### src/flow_table_params.svh
`ifndef FLOW_TABLE_PARAMS_SVH
`define FLOW_TABLE_PARAMS_SVH

// index bits of one hash bank
`define FT_DEPTH_NBITS 4
// bucket width, same as the host data word
`define FT_BUCKET_NBITS 32

// flow id width, 16 flows
`define FT_VALUE_DEPTH_NBITS 4
`define FT_KEY_NBITS 48
`define FT_ETIME_NBITS 16

// new-flow queue entries, also the sender's starting credit
`define FT_FIFO_DEPTH 4

`endif

### src/flow_table_pkg.sv
`default_nettype none

`include "flow_table_params.svh"

package flow_table_pkg;

    // flow id indexes the key and expiry memories
    typedef logic [`FT_VALUE_DEPTH_NBITS-1:0] fid_t;
    typedef logic [`FT_ETIME_NBITS-1:0] etime_t;
    typedef logic [`FT_KEY_NBITS-1:0] flow_key_t;

    // hash bucket, doubles as the host register word
    typedef logic [`FT_BUCKET_NBITS-1:0] bucket_t;
    typedef logic [`FT_DEPTH_NBITS-1:0] bank_addr_t;

    // clear after reset, then normal operation
    typedef enum logic {
        CLEAR = 1'b0,
        RUN   = 1'b1
    } ctrl_state_e;

endpackage

`default_nettype wire

### src/etime_upd_if.sv
`timescale 1ns/10ps
`default_nettype none

interface etime_upd_if;
    import flow_table_pkg::*;

    // queue holds at least one entry
    logic valid;
    fid_t fid;
    etime_t etime;
    // head consumed in this cycle
    logic take;

    modport src (
        output valid,
        output fid,
        output etime,
        input  take
    );

    modport snk (
        input  valid,
        input  fid,
        input  etime,
        output take
    );

endinterface

`default_nettype wire

### src/ram_1r1w.sv
`timescale 1ns/10ps
`default_nettype none

module ram_1r1w #(
    parameter int WIDTH       = 32,
    parameter int DEPTH_NBITS = 4
) (
    input  wire logic                   clk,
    input  wire logic                   wr,
    input  wire logic [DEPTH_NBITS-1:0] waddr,
    input  wire logic [WIDTH-1:0]       din,
    input  wire logic [DEPTH_NBITS-1:0] raddr,
    output logic      [WIDTH-1:0]       dout
);

    logic [WIDTH-1:0] mem [2**DEPTH_NBITS];

    // read returns the old word on a same-address write
    always_ff @(posedge clk) begin
        if (wr) begin
            mem[waddr] <= din;
        end
        dout <= mem[raddr];
    end

endmodule

`default_nettype wire

### src/init_ctrl.sv
`timescale 1ns/10ps
`default_nettype none

module init_ctrl (
    input  wire logic clk,
    input  wire logic reset,
    input  wire logic sweep_last,
    output logic      clear_en,
    output logic      upd_en,
    output logic      ready
);
    import flow_table_pkg::*;

    ctrl_state_e state;
    ctrl_state_e state_nxt;

    always_comb begin
        state_nxt = state;
        case (state)
            CLEAR: begin
                // last sweep address written this cycle
                if (sweep_last) begin
                    state_nxt = RUN;
                end
            end
            RUN: begin
                state_nxt = RUN;
            end
            default: begin
                state_nxt = CLEAR;
            end
        endcase
    end

    always_ff @(posedge clk) begin
        if (reset) begin
            state <= CLEAR;
            clear_en <= 1'b1;
            upd_en <= 1'b0;
        end else begin
            state <= state_nxt;
            clear_en <= (state_nxt == CLEAR);
            upd_en <= (state_nxt == RUN);
        end
    end

    assign ready = upd_en;

    // sweep writes and normal writes share the memory write ports
    assert property (@(posedge clk) disable iff (reset) !(clear_en && upd_en));

endmodule

`default_nettype wire

### src/sweep_counter.sv
`timescale 1ns/10ps
`default_nettype none

module sweep_counter (
    input  wire logic           clk,
    input  wire logic           reset,
    input  wire logic           clear_en,
    output flow_table_pkg::fid_t sweep_addr,
    output logic                sweep_last
);

    // walks every flow id once, wraps to zero after the last
    always_ff @(posedge clk) begin
        if (reset) begin
            sweep_addr <= '0;
        end else if (clear_en) begin
            sweep_addr <= sweep_addr + 1'b1;
        end
    end

    assign sweep_last = clear_en && (sweep_addr == '1);

endmodule

`default_nettype wire

### src/etime_upd_fifo.sv
`timescale 1ns/10ps
`default_nettype none

`include "flow_table_params.svh"

module etime_upd_fifo (
    input  wire logic                   clk,
    input  wire logic                   reset,
    input  wire logic                   push,
    input  wire flow_table_pkg::fid_t   push_fid,
    input  wire flow_table_pkg::etime_t push_etime,
    output logic                        credit,
    etime_upd_if.src                    upd
);
    import flow_table_pkg::*;

    localparam int PTR_NBITS = $clog2(`FT_FIFO_DEPTH);
    localparam int CNT_NBITS = $clog2(`FT_FIFO_DEPTH + 1);

    fid_t fid_q [`FT_FIFO_DEPTH];
    etime_t etime_q [`FT_FIFO_DEPTH];

    logic [PTR_NBITS-1:0] wr_ptr;
    logic [PTR_NBITS-1:0] rd_ptr;
    logic [CNT_NBITS-1:0] count;
    logic full;
    logic pop;

    function automatic logic [PTR_NBITS-1:0] next_ptr(input logic [PTR_NBITS-1:0] ptr);
        if (ptr == PTR_NBITS'(`FT_FIFO_DEPTH - 1)) begin
            return '0;
        end
        return ptr + 1'b1;
    endfunction

    assign full = (count == CNT_NBITS'(`FT_FIFO_DEPTH));
    assign pop = upd.take;

    // head presented without a read latency
    assign upd.valid = (count != '0);
    assign upd.fid = fid_q[rd_ptr];
    assign upd.etime = etime_q[rd_ptr];

    always_ff @(posedge clk) begin
        if (push) begin
            fid_q[wr_ptr] <= push_fid;
            etime_q[wr_ptr] <= push_etime;
        end
    end

    always_ff @(posedge clk) begin
        if (reset) begin
            wr_ptr <= '0;
            rd_ptr <= '0;
            count <= '0;
            credit <= 1'b0;
        end else begin
            if (push) begin
                wr_ptr <= next_ptr(wr_ptr);
            end
            if (pop) begin
                rd_ptr <= next_ptr(rd_ptr);
            end
            count <= count + CNT_NBITS'(push) - CNT_NBITS'(pop);
            // one credit back per entry taken, a cycle later
            credit <= pop;
        end
    end

    // sender only pushes while it holds a credit
    assert property (@(posedge clk) disable iff (reset) !(push && full));

    // the value memory only takes a head that is there
    assert property (@(posedge clk) disable iff (reset) upd.take |-> upd.valid);

endmodule

`default_nettype wire

### src/flow_value_mem.sv
`timescale 1ns/10ps
`default_nettype none

module flow_value_mem (
    input  wire logic                      clk,
    input  wire logic                      reset,
    input  wire logic                      clear_en,
    input  wire logic                      upd_en,
    input  wire flow_table_pkg::fid_t      sweep_addr,
    input  wire flow_table_pkg::etime_t    current_time,
    input  wire logic                      hit_valid,
    input  wire flow_table_pkg::fid_t      hit_fid,
    input  wire logic                      key_rd,
    input  wire flow_table_pkg::fid_t      key_raddr,
    input  wire logic                      key_wr,
    input  wire flow_table_pkg::fid_t      key_waddr,
    input  wire flow_table_pkg::flow_key_t key_wdata,
    output logic                           key_ack,
    output flow_table_pkg::flow_key_t      key_rdata,
    input  wire logic                      etime_rd,
    input  wire flow_table_pkg::fid_t      etime_raddr,
    output logic                           etime_ack,
    output flow_table_pkg::etime_t         etime_rdata,
    etime_upd_if.snk                       upd
);
    import flow_table_pkg::*;

    logic hit_valid_d1;
    fid_t hit_fid_d1;
    etime_t hit_time_d1;

    logic key_wr_d1;
    fid_t key_waddr_d1;
    flow_key_t key_wdata_d1;

    logic etime_wr;
    fid_t etime_waddr;
    etime_t etime_wdata;

    logic key_ram_wr;
    fid_t key_ram_waddr;
    flow_key_t key_ram_din;
    logic etime_ram_wr;
    fid_t etime_ram_waddr;
    etime_t etime_ram_din;

    // a registered refresh holds the expiry write port, the queue waits
    assign upd.take = upd.valid && !hit_valid_d1 && upd_en;

    always_ff @(posedge clk) begin
        if (reset) begin
            hit_valid_d1 <= 1'b0;
            key_wr_d1 <= 1'b0;
            etime_wr <= 1'b0;
            key_ack <= 1'b0;
            etime_ack <= 1'b0;
        end else begin
            hit_valid_d1 <= hit_valid;
            key_wr_d1 <= key_wr;
            etime_wr <= upd_en && (hit_valid_d1 || upd.valid);
            key_ack <= key_rd;
            etime_ack <= etime_rd;
        end
    end

    always_ff @(posedge clk) begin
        hit_fid_d1 <= hit_fid;
        // time stamp taken together with the hit
        hit_time_d1 <= current_time;
        key_waddr_d1 <= key_waddr;
        key_wdata_d1 <= key_wdata;
        etime_waddr <= hit_valid_d1 ? hit_fid_d1 : upd.fid;
        etime_wdata <= hit_valid_d1 ? hit_time_d1 : upd.etime;
    end

    // clearing overrides every other write
    assign key_ram_wr = clear_en || (key_wr_d1 && upd_en);
    assign key_ram_waddr = clear_en ? sweep_addr : key_waddr_d1;
    assign key_ram_din = clear_en ? '0 : key_wdata_d1;

    assign etime_ram_wr = clear_en || etime_wr;
    assign etime_ram_waddr = clear_en ? sweep_addr : etime_waddr;
    assign etime_ram_din = clear_en ? '0 : etime_wdata;

    ram_1r1w #(
        .WIDTH      ($bits(flow_key_t)),
        .DEPTH_NBITS($bits(fid_t))
    ) u_key_ram (
        .clk  (clk),
        .wr   (key_ram_wr),
        .waddr(key_ram_waddr),
        .din  (key_ram_din),
        .raddr(key_raddr),
        .dout (key_rdata)
    );

    ram_1r1w #(
        .WIDTH      ($bits(etime_t)),
        .DEPTH_NBITS($bits(fid_t))
    ) u_etime_ram (
        .clk  (clk),
        .wr   (etime_ram_wr),
        .waddr(etime_ram_waddr),
        .din  (etime_ram_din),
        .raddr(etime_raddr),
        .dout (etime_rdata)
    );

    // a hit blocks the queue head in the following cycle
    assert property (@(posedge clk) disable iff (reset) hit_valid |=> !upd.take);

endmodule

`default_nettype wire

### src/hash_bank_mem.sv
`timescale 1ns/10ps
`default_nettype none

module hash_bank_mem (
    input  wire logic                       clk,
    input  wire logic                       reset,
    input  wire logic                       host_sel,
    input  wire flow_table_pkg::bank_addr_t reg_addr,
    input  wire flow_table_pkg::bucket_t    reg_din,
    input  wire logic                       reg_rd,
    input  wire logic                       reg_wr,
    output logic                            host_ack,
    output flow_table_pkg::bucket_t         host_rdata,
    input  wire logic                       app_rd,
    input  wire flow_table_pkg::bank_addr_t app_raddr,
    input  wire logic                       app_wr,
    input  wire flow_table_pkg::bank_addr_t app_waddr,
    input  wire flow_table_pkg::bucket_t    app_wdata,
    output logic                            app_ack,
    output flow_table_pkg::bucket_t         app_rdata
);
    import flow_table_pkg::*;

    logic host_wr;
    logic mem_wr;
    bank_addr_t mem_waddr;
    bucket_t mem_wdata;

    assign host_wr = host_sel && reg_wr;

    // application write owns the write port when both arrive
    assign mem_wr = app_wr || host_wr;
    assign mem_waddr = app_wr ? app_waddr : reg_addr;
    assign mem_wdata = app_wr ? app_wdata : reg_din;

    always_ff @(posedge clk) begin
        if (reset) begin
            host_ack <= 1'b0;
            app_ack <= 1'b0;
        end else begin
            host_ack <= host_sel && (reg_rd || reg_wr);
            app_ack <= app_rd;
        end
    end

    // two copies with one write port give the host its own read port
    ram_1r1w #(
        .WIDTH      ($bits(bucket_t)),
        .DEPTH_NBITS($bits(bank_addr_t))
    ) u_host_ram (
        .clk  (clk),
        .wr   (mem_wr),
        .waddr(mem_waddr),
        .din  (mem_wdata),
        .raddr(reg_addr),
        .dout (host_rdata)
    );

    ram_1r1w #(
        .WIDTH      ($bits(bucket_t)),
        .DEPTH_NBITS($bits(bank_addr_t))
    ) u_app_ram (
        .clk  (clk),
        .wr   (mem_wr),
        .waddr(mem_waddr),
        .din  (mem_wdata),
        .raddr(app_raddr),
        .dout (app_rdata)
    );

endmodule

`default_nettype wire

### src/flow_table_top.sv
`timescale 1ns/10ps
`default_nettype none

`include "flow_table_params.svh"

module flow_table_top (
    input  wire logic                       clk,
    input  wire logic                       reset,
    input  wire logic [`FT_DEPTH_NBITS:0]   reg_addr,
    input  wire flow_table_pkg::bucket_t    reg_din,
    input  wire logic                       reg_rd,
    input  wire logic                       reg_wr,
    output logic                            reg_ack,
    output flow_table_pkg::bucket_t         reg_rdata,
    input  wire logic                       tbl0_rd,
    input  wire flow_table_pkg::bank_addr_t tbl0_raddr,
    input  wire logic                       tbl0_wr,
    input  wire flow_table_pkg::bank_addr_t tbl0_waddr,
    input  wire flow_table_pkg::bucket_t    tbl0_wdata,
    output logic                            tbl0_ack,
    output flow_table_pkg::bucket_t         tbl0_rdata,
    input  wire logic                       tbl1_rd,
    input  wire flow_table_pkg::bank_addr_t tbl1_raddr,
    input  wire logic                       tbl1_wr,
    input  wire flow_table_pkg::bank_addr_t tbl1_waddr,
    input  wire flow_table_pkg::bucket_t    tbl1_wdata,
    output logic                            tbl1_ack,
    output flow_table_pkg::bucket_t         tbl1_rdata,
    input  wire logic                       key_rd,
    input  wire flow_table_pkg::fid_t       key_raddr,
    input  wire logic                       key_wr,
    input  wire flow_table_pkg::fid_t       key_waddr,
    input  wire flow_table_pkg::flow_key_t  key_wdata,
    output logic                            key_ack,
    output flow_table_pkg::flow_key_t       key_rdata,
    input  wire logic                       etime_rd,
    input  wire flow_table_pkg::fid_t       etime_raddr,
    output logic                            etime_ack,
    output flow_table_pkg::etime_t          etime_rdata,
    input  wire flow_table_pkg::etime_t     current_time,
    input  wire logic                       hit_valid,
    input  wire flow_table_pkg::fid_t       hit_fid,
    input  wire logic                       new_flow_valid,
    input  wire flow_table_pkg::fid_t       new_flow_fid,
    input  wire flow_table_pkg::etime_t     new_flow_etime,
    output logic                            new_flow_credit,
    output logic                            ready
);
    import flow_table_pkg::*;

    logic clear_en;
    logic upd_en;
    logic sweep_last;
    fid_t sweep_addr;

    logic bank_sel;
    logic bank_sel_q;
    logic host_ack0;
    logic host_ack1;
    bucket_t host_rdata0;
    bucket_t host_rdata1;

    etime_upd_if upd_bus ();

    init_ctrl u_init_ctrl (
        .clk       (clk),
        .reset     (reset),
        .sweep_last(sweep_last),
        .clear_en  (clear_en),
        .upd_en    (upd_en),
        .ready     (ready)
    );

    sweep_counter u_sweep_counter (
        .clk       (clk),
        .reset     (reset),
        .clear_en  (clear_en),
        .sweep_addr(sweep_addr),
        .sweep_last(sweep_last)
    );

    etime_upd_fifo u_etime_upd_fifo (
        .clk       (clk),
        .reset     (reset),
        .push      (new_flow_valid),
        .push_fid  (new_flow_fid),
        .push_etime(new_flow_etime),
        .credit    (new_flow_credit),
        .upd       (upd_bus.src)
    );

    flow_value_mem u_flow_value_mem (
        .clk         (clk),
        .reset       (reset),
        .clear_en    (clear_en),
        .upd_en      (upd_en),
        .sweep_addr  (sweep_addr),
        .current_time(current_time),
        .hit_valid   (hit_valid),
        .hit_fid     (hit_fid),
        .key_rd      (key_rd),
        .key_raddr   (key_raddr),
        .key_wr      (key_wr),
        .key_waddr   (key_waddr),
        .key_wdata   (key_wdata),
        .key_ack     (key_ack),
        .key_rdata   (key_rdata),
        .etime_rd    (etime_rd),
        .etime_raddr (etime_raddr),
        .etime_ack   (etime_ack),
        .etime_rdata (etime_rdata),
        .upd         (upd_bus.snk)
    );

    // top address bit picks the bank
    assign bank_sel = reg_addr[`FT_DEPTH_NBITS];

    hash_bank_mem u_bank0 (
        .clk       (clk),
        .reset     (reset),
        .host_sel  (!bank_sel),
        .reg_addr  (reg_addr[`FT_DEPTH_NBITS-1:0]),
        .reg_din   (reg_din),
        .reg_rd    (reg_rd),
        .reg_wr    (reg_wr),
        .host_ack  (host_ack0),
        .host_rdata(host_rdata0),
        .app_rd    (tbl0_rd),
        .app_raddr (tbl0_raddr),
        .app_wr    (tbl0_wr),
        .app_waddr (tbl0_waddr),
        .app_wdata (tbl0_wdata),
        .app_ack   (tbl0_ack),
        .app_rdata (tbl0_rdata)
    );

    hash_bank_mem u_bank1 (
        .clk       (clk),
        .reset     (reset),
        .host_sel  (bank_sel),
        .reg_addr  (reg_addr[`FT_DEPTH_NBITS-1:0]),
        .reg_din   (reg_din),
        .reg_rd    (reg_rd),
        .reg_wr    (reg_wr),
        .host_ack  (host_ack1),
        .host_rdata(host_rdata1),
        .app_rd    (tbl1_rd),
        .app_raddr (tbl1_raddr),
        .app_wr    (tbl1_wr),
        .app_waddr (tbl1_waddr),
        .app_wdata (tbl1_wdata),
        .app_ack   (tbl1_ack),
        .app_rdata (tbl1_rdata)
    );

    // select follows the access into the ack cycle
    always_ff @(posedge clk) begin
        if (reset) begin
            bank_sel_q <= 1'b0;
        end else if (reg_rd || reg_wr) begin
            bank_sel_q <= bank_sel;
        end
    end

    assign reg_ack = bank_sel_q ? host_ack1 : host_ack0;
    assign reg_rdata = bank_sel_q ? host_rdata1 : host_rdata0;

endmodule

`default_nettype wire

### config.mk
export PLATFORM = sky130hd
export DESIGN_NAME = flow_table_top
export DESIGN_NICKNAME = d
export VERILOG_FILES = /design/src/flow_table_pkg.sv /design/src/etime_upd_if.sv /design/src/ram_1r1w.sv /design/src/init_ctrl.sv /design/src/sweep_counter.sv /design/src/etime_upd_fifo.sv /design/src/flow_value_mem.sv /design/src/hash_bank_mem.sv /design/src/flow_table_top.sv
export VERILOG_INCLUDE_DIRS = /design/src
export SDC_FILE = /design/constraint.sdc
export NUM_CORES = 2
export LEC_CHECK = 0
export BUFFER_PORTS_ARGS = -buffer_cell sky130_fd_sc_hd__buf_4
export CORE_AREA = 5 5 456 458
export CTS_BUF_LIST = sky130_fd_sc_hd__clkbuf_4 sky130_fd_sc_hd__clkbuf_8 sky130_fd_sc_hd__clkbuf_16
export DETAILED_ROUTE_END_ITERATION = 8
export DIE_AREA = 0 0 461 463
export PLACE_DENSITY = 0.8
export SLEW_MARGIN = 20
export SYNTH_ARGS = -nofsm -noshare
export SYNTH_HDL_FRONTEND = slang
export SYNTH_HIERARCHICAL = 1
export SYNTH_SLANG_ARGS = --single-unit
### constraint.sdc
create_clock -name clk -period 6.6 [get_ports clk]
set_clock_uncertainty 0.05 [all_clocks]
set_input_delay 0.99 -clock clk [delete_from_list [all_inputs] [get_ports clk]]
set_output_delay 0.99 -clock clk [all_outputs]
set_load 0.03 [all_outputs]
# Word level (Yosys, flattened, before mapping)
# Memory sizes are Yosys's and may differ from the RTL's. A register that Yosys moved wholly into a read port is not among the register bits.
# Cells that the tools add are included.
dict set report word_totals {
  regBits 116
  mem_bits_rw 3152
  in_bits 230
  output_inout_bits 167
  word_cells 97
  n_memories 8
}
# name depth width read_ports rd_clocked_by_memory_dff wr line
set memory_table {}
lappend memory_table {u_flow_value_mem.u_key_ram.mem 16 48 1 1 1 ram_1r1w.sv:16} ;# logic [WIDTH-1:0] mem [2**DEPTH_NBITS];
lappend memory_table {u_bank0.u_app_ram.mem 16 32 1 1 1 ram_1r1w.sv:16}
lappend memory_table {u_bank0.u_host_ram.mem 16 32 1 1 1 ram_1r1w.sv:16}
lappend memory_table {u_bank1.u_app_ram.mem 16 32 1 1 1 ram_1r1w.sv:16}
lappend memory_table {u_bank1.u_host_ram.mem 16 32 1 1 1 ram_1r1w.sv:16}
lappend memory_table {u_flow_value_mem.u_etime_ram.mem 16 16 1 1 1 ram_1r1w.sv:16}
lappend memory_table {{2 more memories} -- -- -- -- -- --}
dict set report op_classes {
  addsub 5
  eq_ne 3
  n_mux 38
  bitwise_logic 2
  n_reduce_logical 18
}
# operator count
set ops {}
lappend ops {{32-bit two-way mux} 3}
lappend ops {{48-bit two-way mux} 1}
lappend ops {{16-bit two-way mux} 2}
lappend ops {{4-bit two-way mux} 5}
lappend ops {{1-bit two-way mux} 18}
lappend ops {{2-bit two-way mux} 8}
lappend ops {{1-bit logical AND} 9}
lappend ops {{1-bit logical OR} 6}
lappend ops {{2-bit by 1-bit adder with 2-bit output (second input constant)} 2}
lappend ops {{4-bit by 1-bit adder with 4-bit output (second input constant)} 1}
lappend ops {{2-bit equality test (second input constant)} 2}
lappend ops {{4-bit equality test (second input constant)} 1}
lappend ops {{3-bit by 1-bit adder with 3-bit output} 1}
lappend ops {{3-bit nonzero test} 1}
lappend ops {{3-bit by 1-bit subtractor with 3-bit output} 1}
lappend ops {{1-bit logical NOT} 2}
lappend ops {{1-bit inverter} 2}
lappend ops {{1-bit case mux with 2 select lines} 1}

# Logic depth before layout (Yosys ltp)
dict set report logic_depth {
  word_depth 8
  mapped_depth 10
  depth_no_buf 10
}

# Hierarchy
# The synthesis kept the hierarchy.
# mod n_inst cells_each area_per_inst_um2 seq_area_each_um2
set modules_own_cells {}
lappend modules_own_cells {{ram_1r1w (u_bank0.u_app_ram ...)} 4 838 19854.0 16015.4}
lappend modules_own_cells {{ram_1r1w (u_flow_value_mem.u_key_ram)} 1 1242 29694.7 24023.0}
lappend modules_own_cells {{ram_1r1w (u_flow_value_mem.u_etime_ram)} 1 432 10043.4 8007.7}
lappend modules_own_cells {etime_upd_fifo 1 147 3353.2 2602.5}
lappend modules_own_cells {flow_value_mem 1 221 2787.7 1941.9}
lappend modules_own_cells {hash_bank_mem 2 46 650.6 40.0}
lappend modules_own_cells {flow_table_top 1 42 455.4 20.0}
lappend modules_own_cells {sweep_counter 1 17 188.9 80.1}
lappend modules_own_cells {init_ctrl 1 5 65.1 40.0}

# Worst setup path before layout
# No wires, ideal clock.
dict set report synth_path {
  path_kind {reg2reg}
  from {register u_init_ctrl.clear_en}
  to {memory u_flow_value_mem/u_key_ram/mem[0][0] (netlist bit), enable pin}
  setup_ns 0.513
  arrival_time_ns 4.731
  required_ns 6.037
  setup_slack_ns 1.306
  path_stages_with_launch 6
  n_path_buf 2
  period_less_slack_ns 5.294
  cell_sequence {dfxtp_1 buf_6 buf_6 o21ai_0 or3b_2 nor3_1}
}
dict set report synth_via {
  elab_cells_between_ends 4
  cone_classes {mux: 3; reduce/logical: 1}
}
# item line
set synth_lines {}
lappend synth_lines {{start, declared} init_ctrl.sv:8} ;# output logic clear_en,
lappend synth_lines {{start signal, assigned} init_ctrl.sv:42} ;# clear_en <= (state_nxt == CLEAR);
lappend synth_lines {{4-bit two-way mux} flow_value_mem.sv:78} ;# assign key_ram_waddr = clear_en ? sweep_addr : key_waddr_d1;
lappend synth_lines {{named net u_flow_value_mem.key_ram_waddr[2]} flow_value_mem.sv:41} ;# fid_t key_ram_waddr;
lappend synth_lines {{end, declared} ram_1r1w.sv:16}
# The timed path passes the listed nets, and every way through them passes these cells.

# Final worst setup path
dict set report layout_path {
  from {register u_init_ctrl.clear_en}
  to {memory u_flow_value_mem/u_etime_ram/mem[10][12] (netlist bit), enable pin}
}
dict set report layout_via {
  elab_cells_between_ends 4
  cone_classes {mux: 3; reduce/logical: 1}
}
# item line
set layout_lines {}
lappend layout_lines {{4-bit two-way mux} flow_value_mem.sv:82} ;# assign etime_ram_waddr = clear_en ? sweep_addr : etime_waddr;
lappend layout_lines {{named net u_flow_value_mem.etime_ram_waddr[0]} flow_value_mem.sv:44} ;# fid_t etime_ram_waddr;
lappend layout_lines {{end, declared} ram_1r1w.sv:16}
# The timed path passes the listed nets, and every way through them passes these cells.

==> flow_summary.json <==
{
  "hold_viol": 0,
  "worstPathRequired_ns": 7.15,
  "nFillCells": 10700,
  "antenna_found_initial": 9,
  "dp_hpwl_um": 158000,
  "worst_pin_slew_ns": 1.23,
  "ys_seq_area_share_pct": 79.2,
  "clock_latency_ns": 0.95,
  "clock_sinks": 3462,
  "dr_wl_met2_um": 161000,
  "holdBufCountCts": 0,
  "die_y_um": 463,
  "root_buffer": "clkbuf_16",
  "die_w_um": 461,
  "crit_arrival_ns": 4.42,
  "grt_pass1_wl_um": 446000,
  "critPathMaxFanout": 58,
  "grt_pass1_vias": 64000,
  "tns_ns": 0,
  "async_flop_share_pct": 0,
  "routed-wl-met3_um": 34600,
  "hp-class": "input port to register",
  "run_status": "finished clean",
  "dr.pass1.iters": 6,
  "cp_slowest_stage_delay_ns": 0.85,
  "path_cells": "buf_4 -> o21ai_0 -> nand2b_1 -> nor2_1 -> buf_4",
  "final_layout_size_suffix_gt1_share_pct": 33.4,
  "synth_edf_count": 3152,
  "post_cts_resized": 0,
  "die_area_mm2": 0.213,
  "ys.flop_type": "edfxtp_1",
  "drcViolationCount": 0,
  "wl_um": 316000,
  "wl_met1_um": 106000,
  "core_mm2": 0.204,
  "rsz0062_at_grt": "false",
  "hold_path_end": "u_flow_value_mem/key_wdata_d1[19]$_DFF_P_",
  "whs_path_depth": 1,
  "vias": 62900,
  "startpoint_type": "register",
  "power_density_mw_per_mm2": 330,
  "ant_nets": 0,
  "final_core_util_pct": 71.7,
  "r2r_start": "u_init_ctrl/clear_en$_SDFF_PP1_",
  "crit_top_cell": "buf_4",
  "dr.max_layer_used": "met5",
  "cp_slowest_cell": "buf_4",
  "clkTransAtPathRegs_ns": 0.06,
  "avgRoutedWirePerCell_um": 34.7,
  "grtUsageTotal_pct": 28.8,
  "syn_to_final_growth_pct": 14.6,
  "setup_violations": 0,
  "post-route-period-util_pct": 58.7,
  "syn_nets": 5789,
  "stdcell_area_mm2": 0.146,
  "synth_area_mm2": 0.127,
  "overflow": 0,
  "yosys_register_bits": 3462,
  "reg2regPathDepth": 5,
  "cts_tree": "done",
  "htreeDepth": 5,
  "r2r-end": "u_flow_value_mem/u_etime_ram/mem[10][12]$_DFFE_PP_",
  "period_minus_slack_ns": 3.87,
  "postSynthAreaPerCell_um2": 22.9,
  "ys_types": 42,
  "ios": 397,
  "rows": 166,
  "slew_headroom_pct": 18.0,
  "ys_warn_count": 6,
  "maxCapViolCount": 0,
  "viasPerCell": 6.91,
  "dr.first_iter.drc_count": 9769,
  "irDropWorstVdd_uv": 306,
  "cts_setup_buffers": 0,
  "cts_buffers": 342,
  "cp-end-kind": "register",
  "postSynthCellCount": 5550,
  "grt_max_degree": 136,
  "initial_core_util_pct": 62.5,
  "max_freq_mhz": 258,
  "r2r_setup_slack_ns": 2.73,
  "nets": 6378,
  "ctsLongestPathBuffers": 4,
  "finalWeightedCongestion": 0.798,
  "power.leakage_nw": 46.5,
  "port_buffers": 396,
  "crit_type": "register to register",
  "place_area_mm2": 0.134,
  "hp-start": "key_wdata[19]",
  "drv_slew": 0
}
## logic make-up after synthesis
| logic type | count (synthesis) | synth area share [%] |
|---|---|---|
| flip-flops | 3462 | 79.2 |
| buffers and inverters | 297 | 1.32 |
| adder cells (fa/ha/maj) | 9 | 0.0944 |
| multiplexers | 917 | 15.3 |
| AO/OA/AOI/OAI | 403 | 2.36 |
| AND/OR/NAND/NOR | 460 | 1.70 |
| XOR/XNOR | 2 | 0.0246 |
## cells in the final DEF, fill, tap and decap left out, types with 6 or more instances in the layout
cell type | Yosys | routed
edfxtp_1 | 3152 | 3152
mux4_2 | 778 | 778
buf_4 | 69 | 482
a22oi_1 | 384 | 384
clkbuf_16 | 0 | 348
dfxtp_1 | 310 | 308
nand2_1 | 203 | 203
clkbuf_4 | 0 | 105
nor2b_1 | 85 | 70
mux2_2 | 67 | 67
nor2_4 | 0 | 65
mux2_4 | 59 | 59
clkbuf_8 | 0 | 38
clkinv_2 | 0 | 36
bufinv_16 | 0 | 33
clkinv_1 | 0 | 25
nor2_1 | 89 | 23
nor3_2 | 0 | 23
buf_16 | 0 | 21
buf_12 | 6 | 17
inv_1 | 14 | 14
nand2b_1 | 14 | 14
nand3b_1 | 13 | 13
nor2b_4 | 0 | 10
mux4_1 | 10 | 10
clkinvlp_4 | 0 | 9
o21ai_0 | 8 | 8
and2_1 | 10 | 8
ha_1 | 8 | 8
or3b_2 | 7 | 7
clkinv_4 | 0 | 6
nand3_1 | 6 | 6
## metrics by stage
stage               hold WS (ns)  power [mW]  cells  setup WS (ns)
detailed placement         0.390        28.4   8466           2.32
floorplan                  0.383        27.2   5550           1.31
finish                     0.103        48.1   9095           2.73
global placement           0.392        28.3   8450           2.44
global route              0.0572        49.5   9095           2.54
CTS                       0.0265        48.2   9074           2.70
## critical path: cells and delay by family (launching register included)
family / cells / cell delay (ns)
DFF: 1 / 0.57
buffers and inverters: 2 / 1.22
and+or+nand+nor: 2 / 1.11
AOI/OAI and AO/OA: 1 / 0.59
## routing by layer
metal  track usage [%]  vias up
li1                  -    24500
met5                 0        -
met1              38.8    32500
met2              47.9     5135
met3              5.18      771
met4              11.0        2
## synthesized netlist by cell type, types with 10 or more instances
cell type / count / share of area, %
edfxtp_1: 3152 / 74
mux4_2: 778 / 14
a22oi_1: 384 / 2.3
dfxtp_1: 310 / 4.9
nand2_1: 203 / 0.60
clkbuf_1: 104 / 0.31
nor2_1: 89 / 0.26
nor2b_1: 85 / 0.42
buf_4: 69 / 0.41
mux2_2: 67 / 0.59
mux2_4: 59 / 0.70
buf_1: 48 / 0.14
buf_2: 34 / 0.13
nor3_1: 24 / 0.094
buf_6: 22 / 0.19
inv_1: 14 / 0.041
nand2b_1: 14 / 0.069
nand3b_1: 13 / 0.077
and2_1: 10 / 0.049
mux4_1: 10 / 0.21
## power by group
part,total [mW],switching [mW],internal [mW],leakage [nW]
combinational,3.02,1.91,1.12,10.7
clock,20.0,8.12,11.8,5.76
sequential,25.1,0.337,24.8,30.1
## how the worst max path moves through the flow
stage | start | to | cells past startpoint
global placement | tbl0_wr | u_bank0/u_app_ram/mem[8][2]$_DFFE_PP_ | 5
detailed placement | tbl0_wr | u_bank0/u_app_ram/mem[8][3]$_DFFE_PP_ | 5
global route | u_init_ctrl/clear_en$_SDFF_PP1_ | u_flow_value_mem/u_etime_ram/mem[10][12]$_DFFE_PP_ | 5
floorplan | u_init_ctrl/clear_en$_SDFF_PP1_ | u_flow_value_mem/u_key_ram/mem[0][0]$_DFFE_PP_ | 5
CTS | bank_sel_q$_SDFFE_PP0P_ | reg_rdata[28] | 2
finish | u_init_ctrl/clear_en$_SDFF_PP1_ | u_flow_value_mem/u_etime_ram/mem[10][12]$_DFFE_PP_ | 5
## flip-flops by register name, summed over array words and instances (netlist names), 32 cells and up, named ones only
register / cells
u_bank0/u_app_ram/dout: 32
u_flow_value_mem/u_etime_ram/mem: 256
u_bank0/u_host_ram/mem: 512
u_bank1/u_app_ram/mem: 512
u_bank1/u_host_ram/dout: 32
u_flow_value_mem/u_key_ram/dout: 48
u_etime_upd_fifo/etime_q: 64
u_bank0/u_app_ram/mem: 512
u_bank1/u_app_ram/dout: 32
u_bank0/u_host_ram/dout: 32
u_bank1/u_host_ram/mem: 512
u_flow_value_mem/key_wdata_d1: 48
u_flow_value_mem/u_key_ram/mem: 768
## cell type report
class,instances,area (µm²),share of cell area (%)
antenna,4,10.0,0.00686
clock buffer,489,9990,6.85
clock inverter,119,1510,1.03
inverter,14,52.6,0.0360
multi-input combinational,1791,25500,17.5
sequential,3462,101000,69.1
tap,2688,3360,2.30
timing repair buffer,528,4650,3.18
No activity file was read; power rests on OpenSTA's default activity.
